==> src/include/ui_consts.svh <==
`ifndef UI_CONSTS_SVH
`define UI_CONSTS_SVH

////////////////////
// Button bus layout
////////////////////

// Bit positions on the raw button bus
`define BTN_PREV    0
`define BTN_NEXT    1
`define BTN_OKAY    2
`define BTN_CANCEL  3

// Width of the button bus
`define BTN_COUNT   4

////////////////////
// Menu and timing
////////////////////

// Highest cursor position, the restore item
`define MENU_LAST_INDEX 10

// Clocks a synchronized level must hold before it is accepted
`define DEBOUNCE_CYCLES 16

// Flops in each input synchronizer
`define SYNC_STAGES 2

`endif

==> src/source/ui_pkg.sv <==
package ui_pkg;

    ////////////////////
    // Menu items
    ////////////////////

    // Cursor positions, in on-screen order
    typedef enum logic [3:0] {
        ITEM_PERIOD1 = 4'd0,
        ITEM_PERIOD2 = 4'd1,
        ITEM_PERIOD3 = 4'd2,
        ITEM_PERIOD4 = 4'd3,
        ITEM_PERIOD5 = 4'd4,
        // Gain divider group
        ITEM_DIV_OFF = 4'd5,
        ITEM_DIV_1   = 4'd6,
        ITEM_DIV_2   = 4'd7,
        ITEM_DIV_4   = 4'd8,
        ITEM_DIV_8   = 4'd9,
        // Both settings back to defaults
        ITEM_RESTORE = 4'd10
    } menu_item_e;

    ////////////////////
    // Settings
    ////////////////////

    // Drawn sine periods minus one
    typedef enum logic [2:0] {
        PERIODS_1 = 3'd0,
        PERIODS_2 = 3'd1,
        PERIODS_3 = 3'd2,
        PERIODS_4 = 3'd3,
        PERIODS_5 = 3'd4
    } period_count_e;

    // Pulse counter gain divider select
    typedef enum logic [2:0] {
        DIV_OFF = 3'd0,
        DIV_1   = 3'd1,
        DIV_2   = 3'd2,
        DIV_4   = 3'd3,
        DIV_8   = 3'd4
    } gain_div_e;

endpackage

==> src/source/button_debouncer.sv <==
`timescale 1ns/1ps

`include "ui_consts.svh"

// Turns raw push button levels into one-cycle press pulses
module button_debouncer (
    input  logic                  clk,
    input  logic                  rst_n,
    input  logic                  en,
    // Raw asynchronous levels, active high
    input  logic [`BTN_COUNT-1:0] button,
    // One pulse per accepted press
    output logic [`BTN_COUNT-1:0] press
);

    // Counter wide enough for DEBOUNCE_CYCLES - 1
    localparam int CNT_W = $clog2(`DEBOUNCE_CYCLES);

    ////////////////////
    // Per-button path
    ////////////////////

    for (genvar b = 0; b < `BTN_COUNT; b++) begin : g_btn

        // Synchronizer chain, newest sample at bit 0
        logic [`SYNC_STAGES-1:0] sync_q;
        // Clocks the synced level has differed from the accepted one
        logic [CNT_W-1:0]        stable_cnt;
        // Accepted level and its one-cycle delayed copy
        logic                    level_q;
        logic                    level_d;
        logic                    pulse_q;
        logic                    level_sync;

        // Oldest synchronizer stage is the safe level
        assign level_sync = sync_q[`SYNC_STAGES-1];
        assign press[b]   = pulse_q;

        // Synchronizer runs regardless of en
        always_ff @(posedge clk or negedge rst_n) begin
            if (!rst_n) begin
                sync_q <= '0;
            end else begin
                sync_q <= {sync_q[`SYNC_STAGES-2:0], button[b]};
            end
        end

        // Stability counter and accepted level
        always_ff @(posedge clk or negedge rst_n) begin
            if (!rst_n) begin
                stable_cnt <= '0;
                level_q    <= 1'b0;
                level_d    <= 1'b0;
                pulse_q    <= 1'b0;
            end else if (!en) begin
                // Disabled, hold everything cleared
                stable_cnt <= '0;
                level_q    <= 1'b0;
                level_d    <= 1'b0;
                pulse_q    <= 1'b0;
            end else begin
                level_d <= level_q;
                // Rising accepted level gives one registered pulse
                pulse_q <= level_q & ~level_d;

                if (level_sync == level_q) begin
                    // Level agrees, any pending change is dropped
                    stable_cnt <= '0;
                end else if (stable_cnt == CNT_W'(`DEBOUNCE_CYCLES - 1)) begin
                    // Held long enough
                    level_q    <= level_sync;
                    stable_cnt <= '0;
                end else begin
                    stable_cnt <= stable_cnt + 1'b1;
                end
            end
        end

        ////////////////////
        // Checks
        ////////////////////

        // A press lasts exactly one cycle
        a_press_single: assert property (
            @(posedge clk) disable iff (!rst_n)
            pulse_q |=> !pulse_q
        ) else $error("press[%0d] high on two consecutive cycles", b);

    end

endmodule

==> src/source/front_panel_top.sv <==
`timescale 1ns/1ps

`include "ui_consts.svh"

// Front panel input path, raw buttons in and menu state out
module front_panel_top (
    input  logic                   clk,
    input  logic                   rst_n,
    // Global enable, synchronous level
    input  logic                   en,
    // Raw push buttons, previous next okay cancel
    input  logic [`BTN_COUNT-1:0]  button,
    // Current menu item under the cursor
    output ui_pkg::menu_item_e     cursor_index,
    // Sine periods for the LCD drawer
    output ui_pkg::period_count_e  period_count,
    // Divider select for the pulse counter
    output ui_pkg::gain_div_e      gain_div
);

    ////////////////////
    // Internal wiring
    ////////////////////

    // Menu state straight from the controller
    ui_pkg::menu_item_e    menu_cursor;
    ui_pkg::period_count_e menu_periods;
    ui_pkg::gain_div_e     menu_gain;

    ////////////////////
    // Menu controller
    ////////////////////

    // Debouncer lives inside the controller
    menu_controller u_menu (
        .clk          (clk),
        .rst_n        (rst_n),
        .en           (en),
        .button       (button),
        .cursor_index (menu_cursor),
        .period_count (menu_periods),
        .gain_div     (menu_gain)
    );

    // Outputs to the display consumers
    assign cursor_index = menu_cursor;
    assign period_count = menu_periods;
    assign gain_div     = menu_gain;

endmodule

==> src/source/menu_controller.sv <==
`timescale 1ns/1ps

`include "ui_consts.svh"

// Menu cursor and setting registers, driven by debounced presses
module menu_controller (
    input  logic                   clk,
    input  logic                   rst_n,
    input  logic                   en,
    // Raw levels, previous next okay cancel
    input  logic [`BTN_COUNT-1:0]  button,
    output ui_pkg::menu_item_e     cursor_index,
    // Sine periods drawn on the LCD, minus one
    output ui_pkg::period_count_e  period_count,
    // Pulse counter gain divider
    output ui_pkg::gain_div_e      gain_div
);

    ////////////////////
    // Button conditioning
    ////////////////////

    // One-cycle pulses, one per button
    logic [`BTN_COUNT-1:0] press;

    button_debouncer u_debouncer (
        .clk    (clk),
        .rst_n  (rst_n),
        .en     (en),
        .button (button),
        .press  (press)
    );

    ////////////////////
    // Cursor stepping
    ////////////////////

    ui_pkg::menu_item_e cursor_prev;
    ui_pkg::menu_item_e cursor_next;

    // Previous wraps from the first item to the last
    always_comb begin
        if (cursor_index == ui_pkg::ITEM_PERIOD1) begin
            cursor_prev = ui_pkg::menu_item_e'(4'(`MENU_LAST_INDEX));
        end else begin
            cursor_prev = ui_pkg::menu_item_e'(cursor_index - 4'd1);
        end
    end

    // Next wraps from the last item to the first
    always_comb begin
        if (cursor_index >= 4'(`MENU_LAST_INDEX)) begin
            cursor_next = ui_pkg::ITEM_PERIOD1;
        end else begin
            cursor_next = ui_pkg::menu_item_e'(cursor_index + 4'd1);
        end
    end

    ////////////////////
    // Okay decode
    ////////////////////

    ui_pkg::period_count_e period_sel;
    ui_pkg::gain_div_e     gain_sel;

    // Setting chosen by okay on the current item
    always_comb begin
        // Items of the other group leave a setting alone
        period_sel = period_count;
        gain_sel   = gain_div;
        case (cursor_index)
            // Period group
            ui_pkg::ITEM_PERIOD1: period_sel = ui_pkg::PERIODS_1;
            ui_pkg::ITEM_PERIOD2: period_sel = ui_pkg::PERIODS_2;
            ui_pkg::ITEM_PERIOD3: period_sel = ui_pkg::PERIODS_3;
            ui_pkg::ITEM_PERIOD4: period_sel = ui_pkg::PERIODS_4;
            ui_pkg::ITEM_PERIOD5: period_sel = ui_pkg::PERIODS_5;
            // Divider group
            ui_pkg::ITEM_DIV_OFF: gain_sel = ui_pkg::DIV_OFF;
            ui_pkg::ITEM_DIV_1:   gain_sel = ui_pkg::DIV_1;
            ui_pkg::ITEM_DIV_2:   gain_sel = ui_pkg::DIV_2;
            ui_pkg::ITEM_DIV_4:   gain_sel = ui_pkg::DIV_4;
            ui_pkg::ITEM_DIV_8:   gain_sel = ui_pkg::DIV_8;
            // Restore defaults
            ui_pkg::ITEM_RESTORE: begin
                period_sel = ui_pkg::PERIODS_1;
                gain_sel   = ui_pkg::DIV_OFF;
            end
            default: begin
                period_sel = period_count;
                gain_sel   = gain_div;
            end
        endcase
    end

    ////////////////////
    // Registers
    ////////////////////

    // Priority is previous, next, okay, cancel
    always_ff @(posedge clk or negedge rst_n) begin
        if (!rst_n) begin
            cursor_index <= ui_pkg::ITEM_PERIOD1;
            period_count <= ui_pkg::PERIODS_1;
            gain_div     <= ui_pkg::DIV_OFF;
        end else if (!en) begin
            // Global enable low clears every output
            cursor_index <= ui_pkg::ITEM_PERIOD1;
            period_count <= ui_pkg::PERIODS_1;
            gain_div     <= ui_pkg::DIV_OFF;
        end else if (press[`BTN_PREV]) begin
            cursor_index <= cursor_prev;
        end else if (press[`BTN_NEXT]) begin
            cursor_index <= cursor_next;
        end else if (press[`BTN_OKAY]) begin
            period_count <= period_sel;
            gain_div     <= gain_sel;
        end else if (press[`BTN_CANCEL]) begin
            // Back to the top of the menu, settings kept
            cursor_index <= ui_pkg::ITEM_PERIOD1;
        end
    end

    ////////////////////
    // Checks
    ////////////////////

    // Cursor stays inside the menu
    a_cursor_range: assert property (
        @(posedge clk) disable iff (!rst_n)
        cursor_index <= 4'(`MENU_LAST_INDEX)
    ) else $error("cursor_index %0d beyond last item", cursor_index);

    // Enable low clears all outputs on the next edge
    a_enable_clear: assert property (
        @(posedge clk) disable iff (!rst_n)
        !en |=> (cursor_index == ui_pkg::ITEM_PERIOD1 &&
                 period_count == ui_pkg::PERIODS_1 &&
                 gain_div == ui_pkg::DIV_OFF)
    ) else $error("outputs not cleared after en low");

endmodule

==> config.mk <==
export PLATFORM = sky130hd
export DESIGN_NAME = front_panel_top
export DESIGN_NICKNAME = d
export VERILOG_FILES = /design/src/source/ui_pkg.sv /design/src/source/button_debouncer.sv /design/src/source/front_panel_top.sv /design/src/source/menu_controller.sv
export VERILOG_INCLUDE_DIRS = /design/src /design/src/include
export SDC_FILE = /design/constraint.sdc
export NUM_CORES = 1
export LEC_CHECK = 0
export BUFFER_PORTS_ARGS = -buffer_cell sky130_fd_sc_hd__clkbuf_2
export CORE_ASPECT_RATIO = 1.25
export CORE_MARGIN = 3
export CORE_UTILIZATION = 25
export CTS_BUF_LIST = sky130_fd_sc_hd__clkbuf_8
export DETAILED_ROUTE_END_ITERATION = 7
export HOLD_SLACK_MARGIN = 0.05
export SYNTH_ARGS = -nofsm -noshare
export SYNTH_HDL_FRONTEND = slang
export SYNTH_SLANG_ARGS = --single-unit
==> constraint.sdc <==
create_clock -name clk -period 1.8 [get_ports clk]
set_input_delay 0.54 -clock clk [delete_from_list [all_inputs] [get_ports clk]]
set_output_delay 0.54 -clock clk [all_outputs]
set_load 0.1 [all_outputs]
==> results by group, run 1 <==
Logic synthesis
  – Ys flop type: dfrtp_1
  – Cell count after synthesis: between 150 and 200
  – Most common library cells after synthesis: dfrtp_1, nor2_1, a21oi_1, nand2_1
  – Top-area cell type share of the netlist area: 53.03%
  – Netlist cell types: 48
  – Syn nets: 210
  – Top cells by area, synth: dfrtp_1, ha_1, mux2i_1
  – Synth Register Bits: 46
  – Post-synthesis sequential area ratio: a little over half
  – Post-synthesis average cell area: about 11 um^2
  – Synth Warn #: 0
  – Synth async-reset ratio: between 90% and 100%
  – Count of flip-flops with a built-in enable after synthesis: 0
  – Top-count cell post-synth: dfrtp_1
  – Synth Cell Area: 0.002171 mm^2
  – Yosys top cell by area: dfrtp_1

Critical path
  – Worst Path Required: between 1500 and 2000 ps
  – Crit path kind: flip-flop to flip-flop
  – Worst EP arrival: around 1900 ps
  – CP Max Fanout: 7
  – Startpoint types: flip-flop
  – CP endpoint kind: flip-flop

Clocking
  – Root Buffer: clkbuf_8
  – Worst-path clk slew: 80 ps
  – CTS tree: done
  – Worst-Skew Late Latency: roughly 290 ps
  – CTS Buf Count: 5
  – CTS Hold Bufs: 0
  – H-tree levels: 2
  – CTS max path bufs: 2
  – Sink Count: between 40 and 50

Global route
  – Vias in the first global route: about 1500
  – Largest net degree at the start of global routing: 27
  – Gr ovfl total: 0
  – First-pass GRT wire length: roughly 7000 um
  – GRT Total Usage: between 8 and 9%
  – Initial antenna violation count: 0

STA
  – Setup Skew: approximately 4.3 ps
  – RSZ-0062 raised after global routing: yes
  – Fin crit period: about 1700 ps
  – Slew @ Worst Pin: roughly 540 ps
  – Setup violations, final: 0
  – Slew headroom: around 64%
  – Slew Limit Fails: 0
  – Hold Vio Cnt, Final: 0
  – Period utilization: 95.06%
  – Max frequency: a little under 600 MHz

Power
  – Max VDD drop: 446.0 uV
  – Combinational power share: ~4.6%
  – Lkg Pwr: approximately 1.2 nW
  – Sequential Power Share: 56.2%
  – Net Sw Frac: between 20% and 30%
  – Net Sw Power: a little over 0.4 mW
  – Int Power: roughly 1.5 mW
  – P per Cell Area: around 700 mW/mm^2
  – Clk pwr share: 39.2%
  – Total power: 1.897 mW

Min path
  – Hold WC Path Type: input pin to asynchronous set/reset pin

Placement
  – Port bufs: 16
  – DP Cell Count: a little over 300
  – Post-DP HPWL: 2904 um
  – RePlAce Congestion: between 0.8 and 0.9

Floorplanning
  – Die Ht: ~110 um
  – Row count: 37
  – Starting Density: 26.05%
  – Die Wd: 89.35 um
  – DIE AREA: between 0.009 and 0.01 mm^2
  – Core area: ~0.0083 mm^2
  – IO Pins: 17

Run status
  – Status: completed

Detailed routing
  – Drt via density: around 4.8
  – DRT Pass-1 Iters: 4
  – Routed len/inst: 12.31 um
  – # DRC: 0
  – Detail Route Antenna Nets: 0
  – Total routed wirelength: around 3900 um
  – Total number of vias: around 1500
  – DRT iter0 DRCs: between 70 and 80

Run
  – Maxcap violations: 0

Layout
  – P&R area growth vs syn: 23.29%
  – Final nets: roughly 240
  – Non-Filler Instances: between 300 and 400
  – Layout cells sized above 1: roughly 25%
  – Diodes inserted: 0
## worst max-delay path, cell delays in order (launching register included)
cell,delay [ps]
dfrtp_4,530
inv_6,110
ha_4,170
inv_1,60
a221o_1,310
and3_1,170
mux2_4,260
## cells in the final DEF, fill, tap and decap left out, types with 3 or more instances in the layout
master	n
a21oi_1	10
and2_1	5
and3_1	6
buf_12	5
buf_4	11
clkbuf_2	12
clkbuf_8	5
dfrtp_1	42
ha_1	4
ha_4	3
inv_1	7
mux2i_1	7
nand2_1	10
nand2b_1	4
nand3_1	5
nand4b_1	4
nor2_1	10
nor2b_1	9
nor3b_1	4
o21ai_0	8
xnor2_1	4
xor2_1	4
## power by group through the flow
stage               Sequential (mW)  Combinational, mW  Clock (mW)
finish                         1.07             0.0881       0.743
CTS                            1.07             0.0915       0.779
global route                   1.07              0.102       0.827
floorplan                      1.09             0.0366           0
global placement               1.09             0.0903           0
detailed placement             1.09             0.0912           0
## area by class of cell
cell class                 instances  area, um^2
clock inverter                     3       41.29
fill                             862        5657
sequential                        46        1161
tap                               97       121.4
clock buffer                       5       68.82
multi-input combinational        132       999.7
timing repair buffer              28       242.7
inverter                           9       41.29
## path summary, 6_finish.rpt
path	from	to	slack, ps	depth (start not counted)
max	u_menu.cursor_index[0]	u_menu.period_count[0]	90	6
min	rst_n	u_menu.gain_div[2]	140	1
max reg2reg	u_menu.cursor_index[0]	u_menu.period_count[0]	90	6
min reg2reg	u_menu.u_debouncer.g_btn[3].sync_q[0]	u_menu.u_debouncer.g_btn[3].sync_q[1]	360	0
max in group asynchronous	rst_n	u_menu.cursor_index[1]	1190	2
min in group clk	button[1]	u_menu.u_debouncer.g_btn[1].sync_q[0]	350	1
## per-layer routing
metal	global-route usage, %	share of wire (%)	vias to the layer above
met2	13.91	49	23
li1	-	-	738
met4	3.723	2.2	0
met3	2.379	3.3	9
met1	11.76	45	750
met5	0	0	-
## metrics by stage
step	worst slack, ps	utilization (%)	cell area (um^2)	hold slack, ps	TNS, ps
floorplan	-112.6	-	2207	244.4	-112.6
global placement	65.53	30.03	2502	333.4	0
detailed placement	39.18	30.03	2502	338.1	0
CTS	25.25	31.35	2613	135.8	0
global route	-12.78	32.12	2676	147.4	-12.78
finish	88.97	32.12	2676	135.8	0
## state kept, by name (all words and copies together), names as in the netlist
signal / count
u_menu.period_count: 3
u_menu.u_debouncer.g_btn.level_d: 4
u_menu.gain_div: 3
u_menu.u_debouncer.g_btn.level_q: 4
u_menu.cursor_index: 4
u_menu.u_debouncer.g_btn.pulse_q: 4
u_menu.u_debouncer.g_btn.sync_q: 8
u_menu.u_debouncer.g_btn.stable_cnt: 16
## cells by family after synthesis
family | share of synthesized area, %
flops | 53.03
simple gates | 17.46
xor+xnor | 3.227
fa+ha+maj | 5.187
mux | 3.746
buf+inv | 3.401
compound gates | 13.95
## timing repair
action / CTS / global route
endpoints found under the setup margin: 0 / 3
setup buffers: 0 / 3
resized for setup: 0 / 9
endpoints found under the hold margin: 0 / 0
No activity file was read; power rests on OpenSTA's default activity.
==> inputs of run 2 (changes only) <==
--- a/config.mk
+++ b/config.mk
@@ -6,6 +6,7 @@
 export SDC_FILE = /design/constraint.sdc
 export NUM_CORES = 1
 export LEC_CHECK = 0
+export ABC_AREA = 1
 export BUFFER_PORTS_ARGS = -buffer_cell sky130_fd_sc_hd__clkbuf_2
 export CORE_ASPECT_RATIO = 1.25
 export CORE_MARGIN = 3
@@ -13,6 +14,7 @@
 export CTS_BUF_LIST = sky130_fd_sc_hd__clkbuf_8
 export DETAILED_ROUTE_END_ITERATION = 7
 export HOLD_SLACK_MARGIN = 0.05
+export PLACE_DENSITY = 0.46
 export SYNTH_ARGS = -nofsm -noshare
 export SYNTH_HDL_FRONTEND = slang
 export SYNTH_SLANG_ARGS = --single-unit
==> run 2 against run 1 <==
Compared with the run above: total power up 7.6%; area after synthesis shrank 1.6%; global-route usage shrank 0.25 points.
==> results by group, run 2 <==
Run status
  – Status: completed (unchanged)

Detailed routing
  – Routed len/inst: 10.90 um (was 12.31 um)
  – Detail Route Antenna Nets: 0 (unchanged)
  – # DRC: 0 (unchanged)
  – Drt via density: 4.388 (was 4.750)
  – Total routed wirelength: 3759 um (was 3939 um)
  – DRT iter0 DRCs: 51 (was 71)
  – Total number of vias: 1514 (was 1520)
  – DRT Pass-1 Iters: 4 (unchanged)

STA
  – RSZ-0062 raised after global routing: no (was yes)
  – Hold Vio Cnt, Final: 0 (unchanged)
  – Slew Limit Fails: 0 (unchanged)
  – Post-route setup slack: 139.0 ps (was 88.97 ps)
  – Slew headroom: 63.91% (was 64.03%)
  – Hold WS: 207.3 ps (was 135.8 ps)
  – Setup tns final: 0 ps (unchanged)
  – Max frequency: 602.1 MHz (was 584.4 MHz)
  – Setup violations, final: 0 (unchanged)
  – Slew @ Worst Pin: 543.6 ps (was 541.8 ps)
  – Setup Skew: 9.582 ps (was 4.334 ps)
  – Fin crit period: 1661 ps (was 1711 ps)
  – Period utilization: 92.28% (was 95.06%)

Logic synthesis
  – Count of flip-flops with a built-in enable after synthesis: 0 (unchanged)
  – Post-synthesis sequential area ratio: 53.86% (was 53.03%)
  – Most common library cells after synthesis: nand2_1, dfrtp_1, nor2_1, nand3_1, inv_1 (was dfrtp_1, nor2_1, a21oi_1, nand2_1)
  – Syn nets: 240 (was 210)
  – Top-count cell post-synth: nand2_1 (was dfrtp_1)
  – Yosys top cell by area: dfrtp_1 (unchanged)
  – Post-synthesis average cell area: 9.540 um^2 (was 11.19 um^2)
  – Ys flop type: dfrtp_1 (unchanged)
  – Synth async-reset ratio: 100.0% (unchanged)
  – Synth Register Bits: 46 (unchanged)
  – Top cells by area, synth: dfrtp_1, nand2_1, nand3_1 (was dfrtp_1, ha_1, mux2i_1)
  – Synth Warn #: 0 (unchanged)
  – Top-area cell type share of the netlist area: 53.86% (was 53.03%)
  – Cell count after synthesis: 224 (was 194)
  – Synth Cell Area: 0.002137 mm^2 (was 0.002171 mm^2)
  – Netlist cell types: 27 (was 48)

Floorplanning
  – Die Wd: 88.70 um (was 89.35 um)
  – Core area: 0.008287 mm^2 (was 0.008333 mm^2)
  – IO Pins: 17 (unchanged)
  – Die Ht: 109.4 um (was 110.2 um)
  – DIE AREA: 0.009701 mm^2 (was 0.009844 mm^2)
  – Row count: 37 (unchanged)
  – Starting Density: 25.79% (was 26.05%)

Clocking
  – Setup Buffers After CTS: 0 (unchanged)
  – CTS Hold Bufs: 0 (unchanged)
  – Post_cts resized: 0 (unchanged)
  – Worst-Skew Late Latency: 300 ps (was 290 ps)
  – Worst-path clk slew: 80 ps (about the same)
  – H-tree levels: 2 (unchanged)
  – CTS max path bufs: 2 (unchanged)
  – Sink Count: 46 (unchanged)
  – Root Buffer: clkbuf_8 (unchanged)
  – CTS tree: done (unchanged)
  – CTS Buf Count: 5 (unchanged)

Critical path
  – Crit path kind: flip-flop to output port (was flip-flop to flip-flop)
  – CP Buf/Inv Count: 1 (was 2)
  – CP Max Fanout: 2 (was 7)
  – RR Startpoint: u_menu.cursor_index[0] (unchanged)
  – Startpoint types: flip-flop (unchanged)
  – Worst Path Required: 1260 ps (was 1980 ps)
  – Worst path top cell family by delay: buffers and inverters (was flip-flops)
  – CP endpoint kind: output port (was flip-flop)
  – Worst EP arrival: 1120 ps (was 1890 ps)
  – Max stage delay on crit path: 460 ps (was 530 ps)
  – Slowest cell on crit path: clkbuf_2 (was dfrtp_4)
  – CP cell instances: clkbuf_2 (was inv_6 -> ha_4 -> inv_1 -> a221o_1 -> and3_1 -> mux2_4)
  – CP startpoint: u_menu.gain_div[0] (was u_menu.cursor_index[0])

Placement
  – RePlAce Congestion: 0.7351 (was 0.8317)
  – Dpl ws: 241.6 ps (was 39.18 ps)
  – Port bufs: 16 (unchanged)
  – Post-DP HPWL: 2699 um (was 2904 um)

Power
  – P per Cell Area: 816.7 mW/mm^2 (was 708.7 mW/mm^2)
  – Max VDD drop: 263.0 uV (was 446.0 uV)
  – Lkg Pwr: 1.259 nW (was 1.222 nW)

Global route
  – GRT Total Usage: 8.717% (was 8.966%)
  – Gr ovfl total: 0 (unchanged)
  – Largest net degree at the start of global routing: 47 (was 27)
  – Vias in the first global route: 1491 (was 1507)
  – First-pass GRT wire length: 6630 um (was 6969 um)
  – Initial antenna violation count: 0 (unchanged)

Layout
  – Biggest regs: u_menu.u_debouncer.g_btn.stable_cnt: 16 flops, u_menu.u_debouncer.g_btn.sync_q: 8 flops (unchanged)
  – Final nets: 263 (was 238)
  – Post-layout util: 30.15% (was 32.12%)
  – Diodes inserted: 0 (unchanged)
  – Most frequent cells in the layout: nand2_1, dfrtp_1, nor2_1 (was dfrtp_1, clkbuf_2, buf_4)
  – Layout cells sized above 1: 21.77% (was 25.11%)
  – Largest Register: u_menu.u_debouncer.g_btn.stable_cnt (unchanged)
  – Leading cell type in the layout, fill and taps excluded: nand2_1 (was dfrtp_1)
  – P&R area growth vs syn: 16.92% (was 23.29%)
  – Largest register FFs: 16 (unchanged)

Min path
  – Hold WC Path Type: input pin to asynchronous set/reset pin (unchanged)

Run
  – Maxcap violations: 0 (unchanged)
-- run 2: routing by layer --
layer  global-route usage, %  routed length (um)  up-vias
li1                        -                   -      769
met1                   10.67                1736      723
met4                   3.240                  15        0
met3                   2.249                 111        3
met2                   14.60                1895       19
met5                       0                   0        -
-- run 2: cells by family (layout without fill, tap and decap cells) --
group,Yosys count,after routing,synth area share [%]
adders and majority gates,9,9,5.269
AOI/OAI and AO/OA,25,25,7.377
xor gates and xnor gates,10,10,4.099
and+or+nand+nor,112,112,24.59
buffers and inverters,22,46,4.801
DFF,46,46,53.86
-- run 2: power by group --
| part | leakage [nW] | switching, mW | total (mW) | internal, mW |
|---|---|---|---|---|
| Clock | 0.0556 | 0.344 | 0.753 | 0.409 |
| Combinational | 0.594 | 0.148 | 0.206 | 0.0579 |
| Sequential | 0.610 | 0.0232 | 1.08 | 1.06 |
-- run 2: layout make-up --
type / instances / area, um^2
clock buffer: 5 / 68.82
clock inverter: 3 / 41.29
fill: 869 / 5788
inverter: 18 / 67.56
multi-input combinational: 156 / 883.3
sequential: 46 / 1156
tap: 97 / 121.4
timing repair buffer: 20 / 160.2
-- run 2: per-stage QoR --
| stage | power [mW] | std cells | instance area (um^2) |
|---|---|---|---|
| global placement | 1.314 | 337 | 2389 |
| global route | 2.152 | 345 | 2499 |
| CTS | 2.079 | 345 | 2499 |
| floorplan | 1.242 | 224 | 2142 |
| finish | 2.041 | 345 | 2499 |
| detailed placement | 1.313 | 337 | 2389 |
-- run 2: path summary, 6_finish.rpt --
kind | cells after the start | endpoint | slack, ps
hold reg to reg | 0 | u_menu.u_debouncer.g_btn[0].sync_q[1] | 350
min in group clk | 1 | u_menu.u_debouncer.g_btn[3].sync_q[0] | 340
setup reg to reg | 9 | u_menu.period_count[0] | 230
hold / removal | 2 | u_menu.cursor_index[0] | 210
max in group asynchronous | 2 | u_menu.u_debouncer.g_btn[2].level_d | 1350
setup / recovery | 1 | gain_div[0] | 140
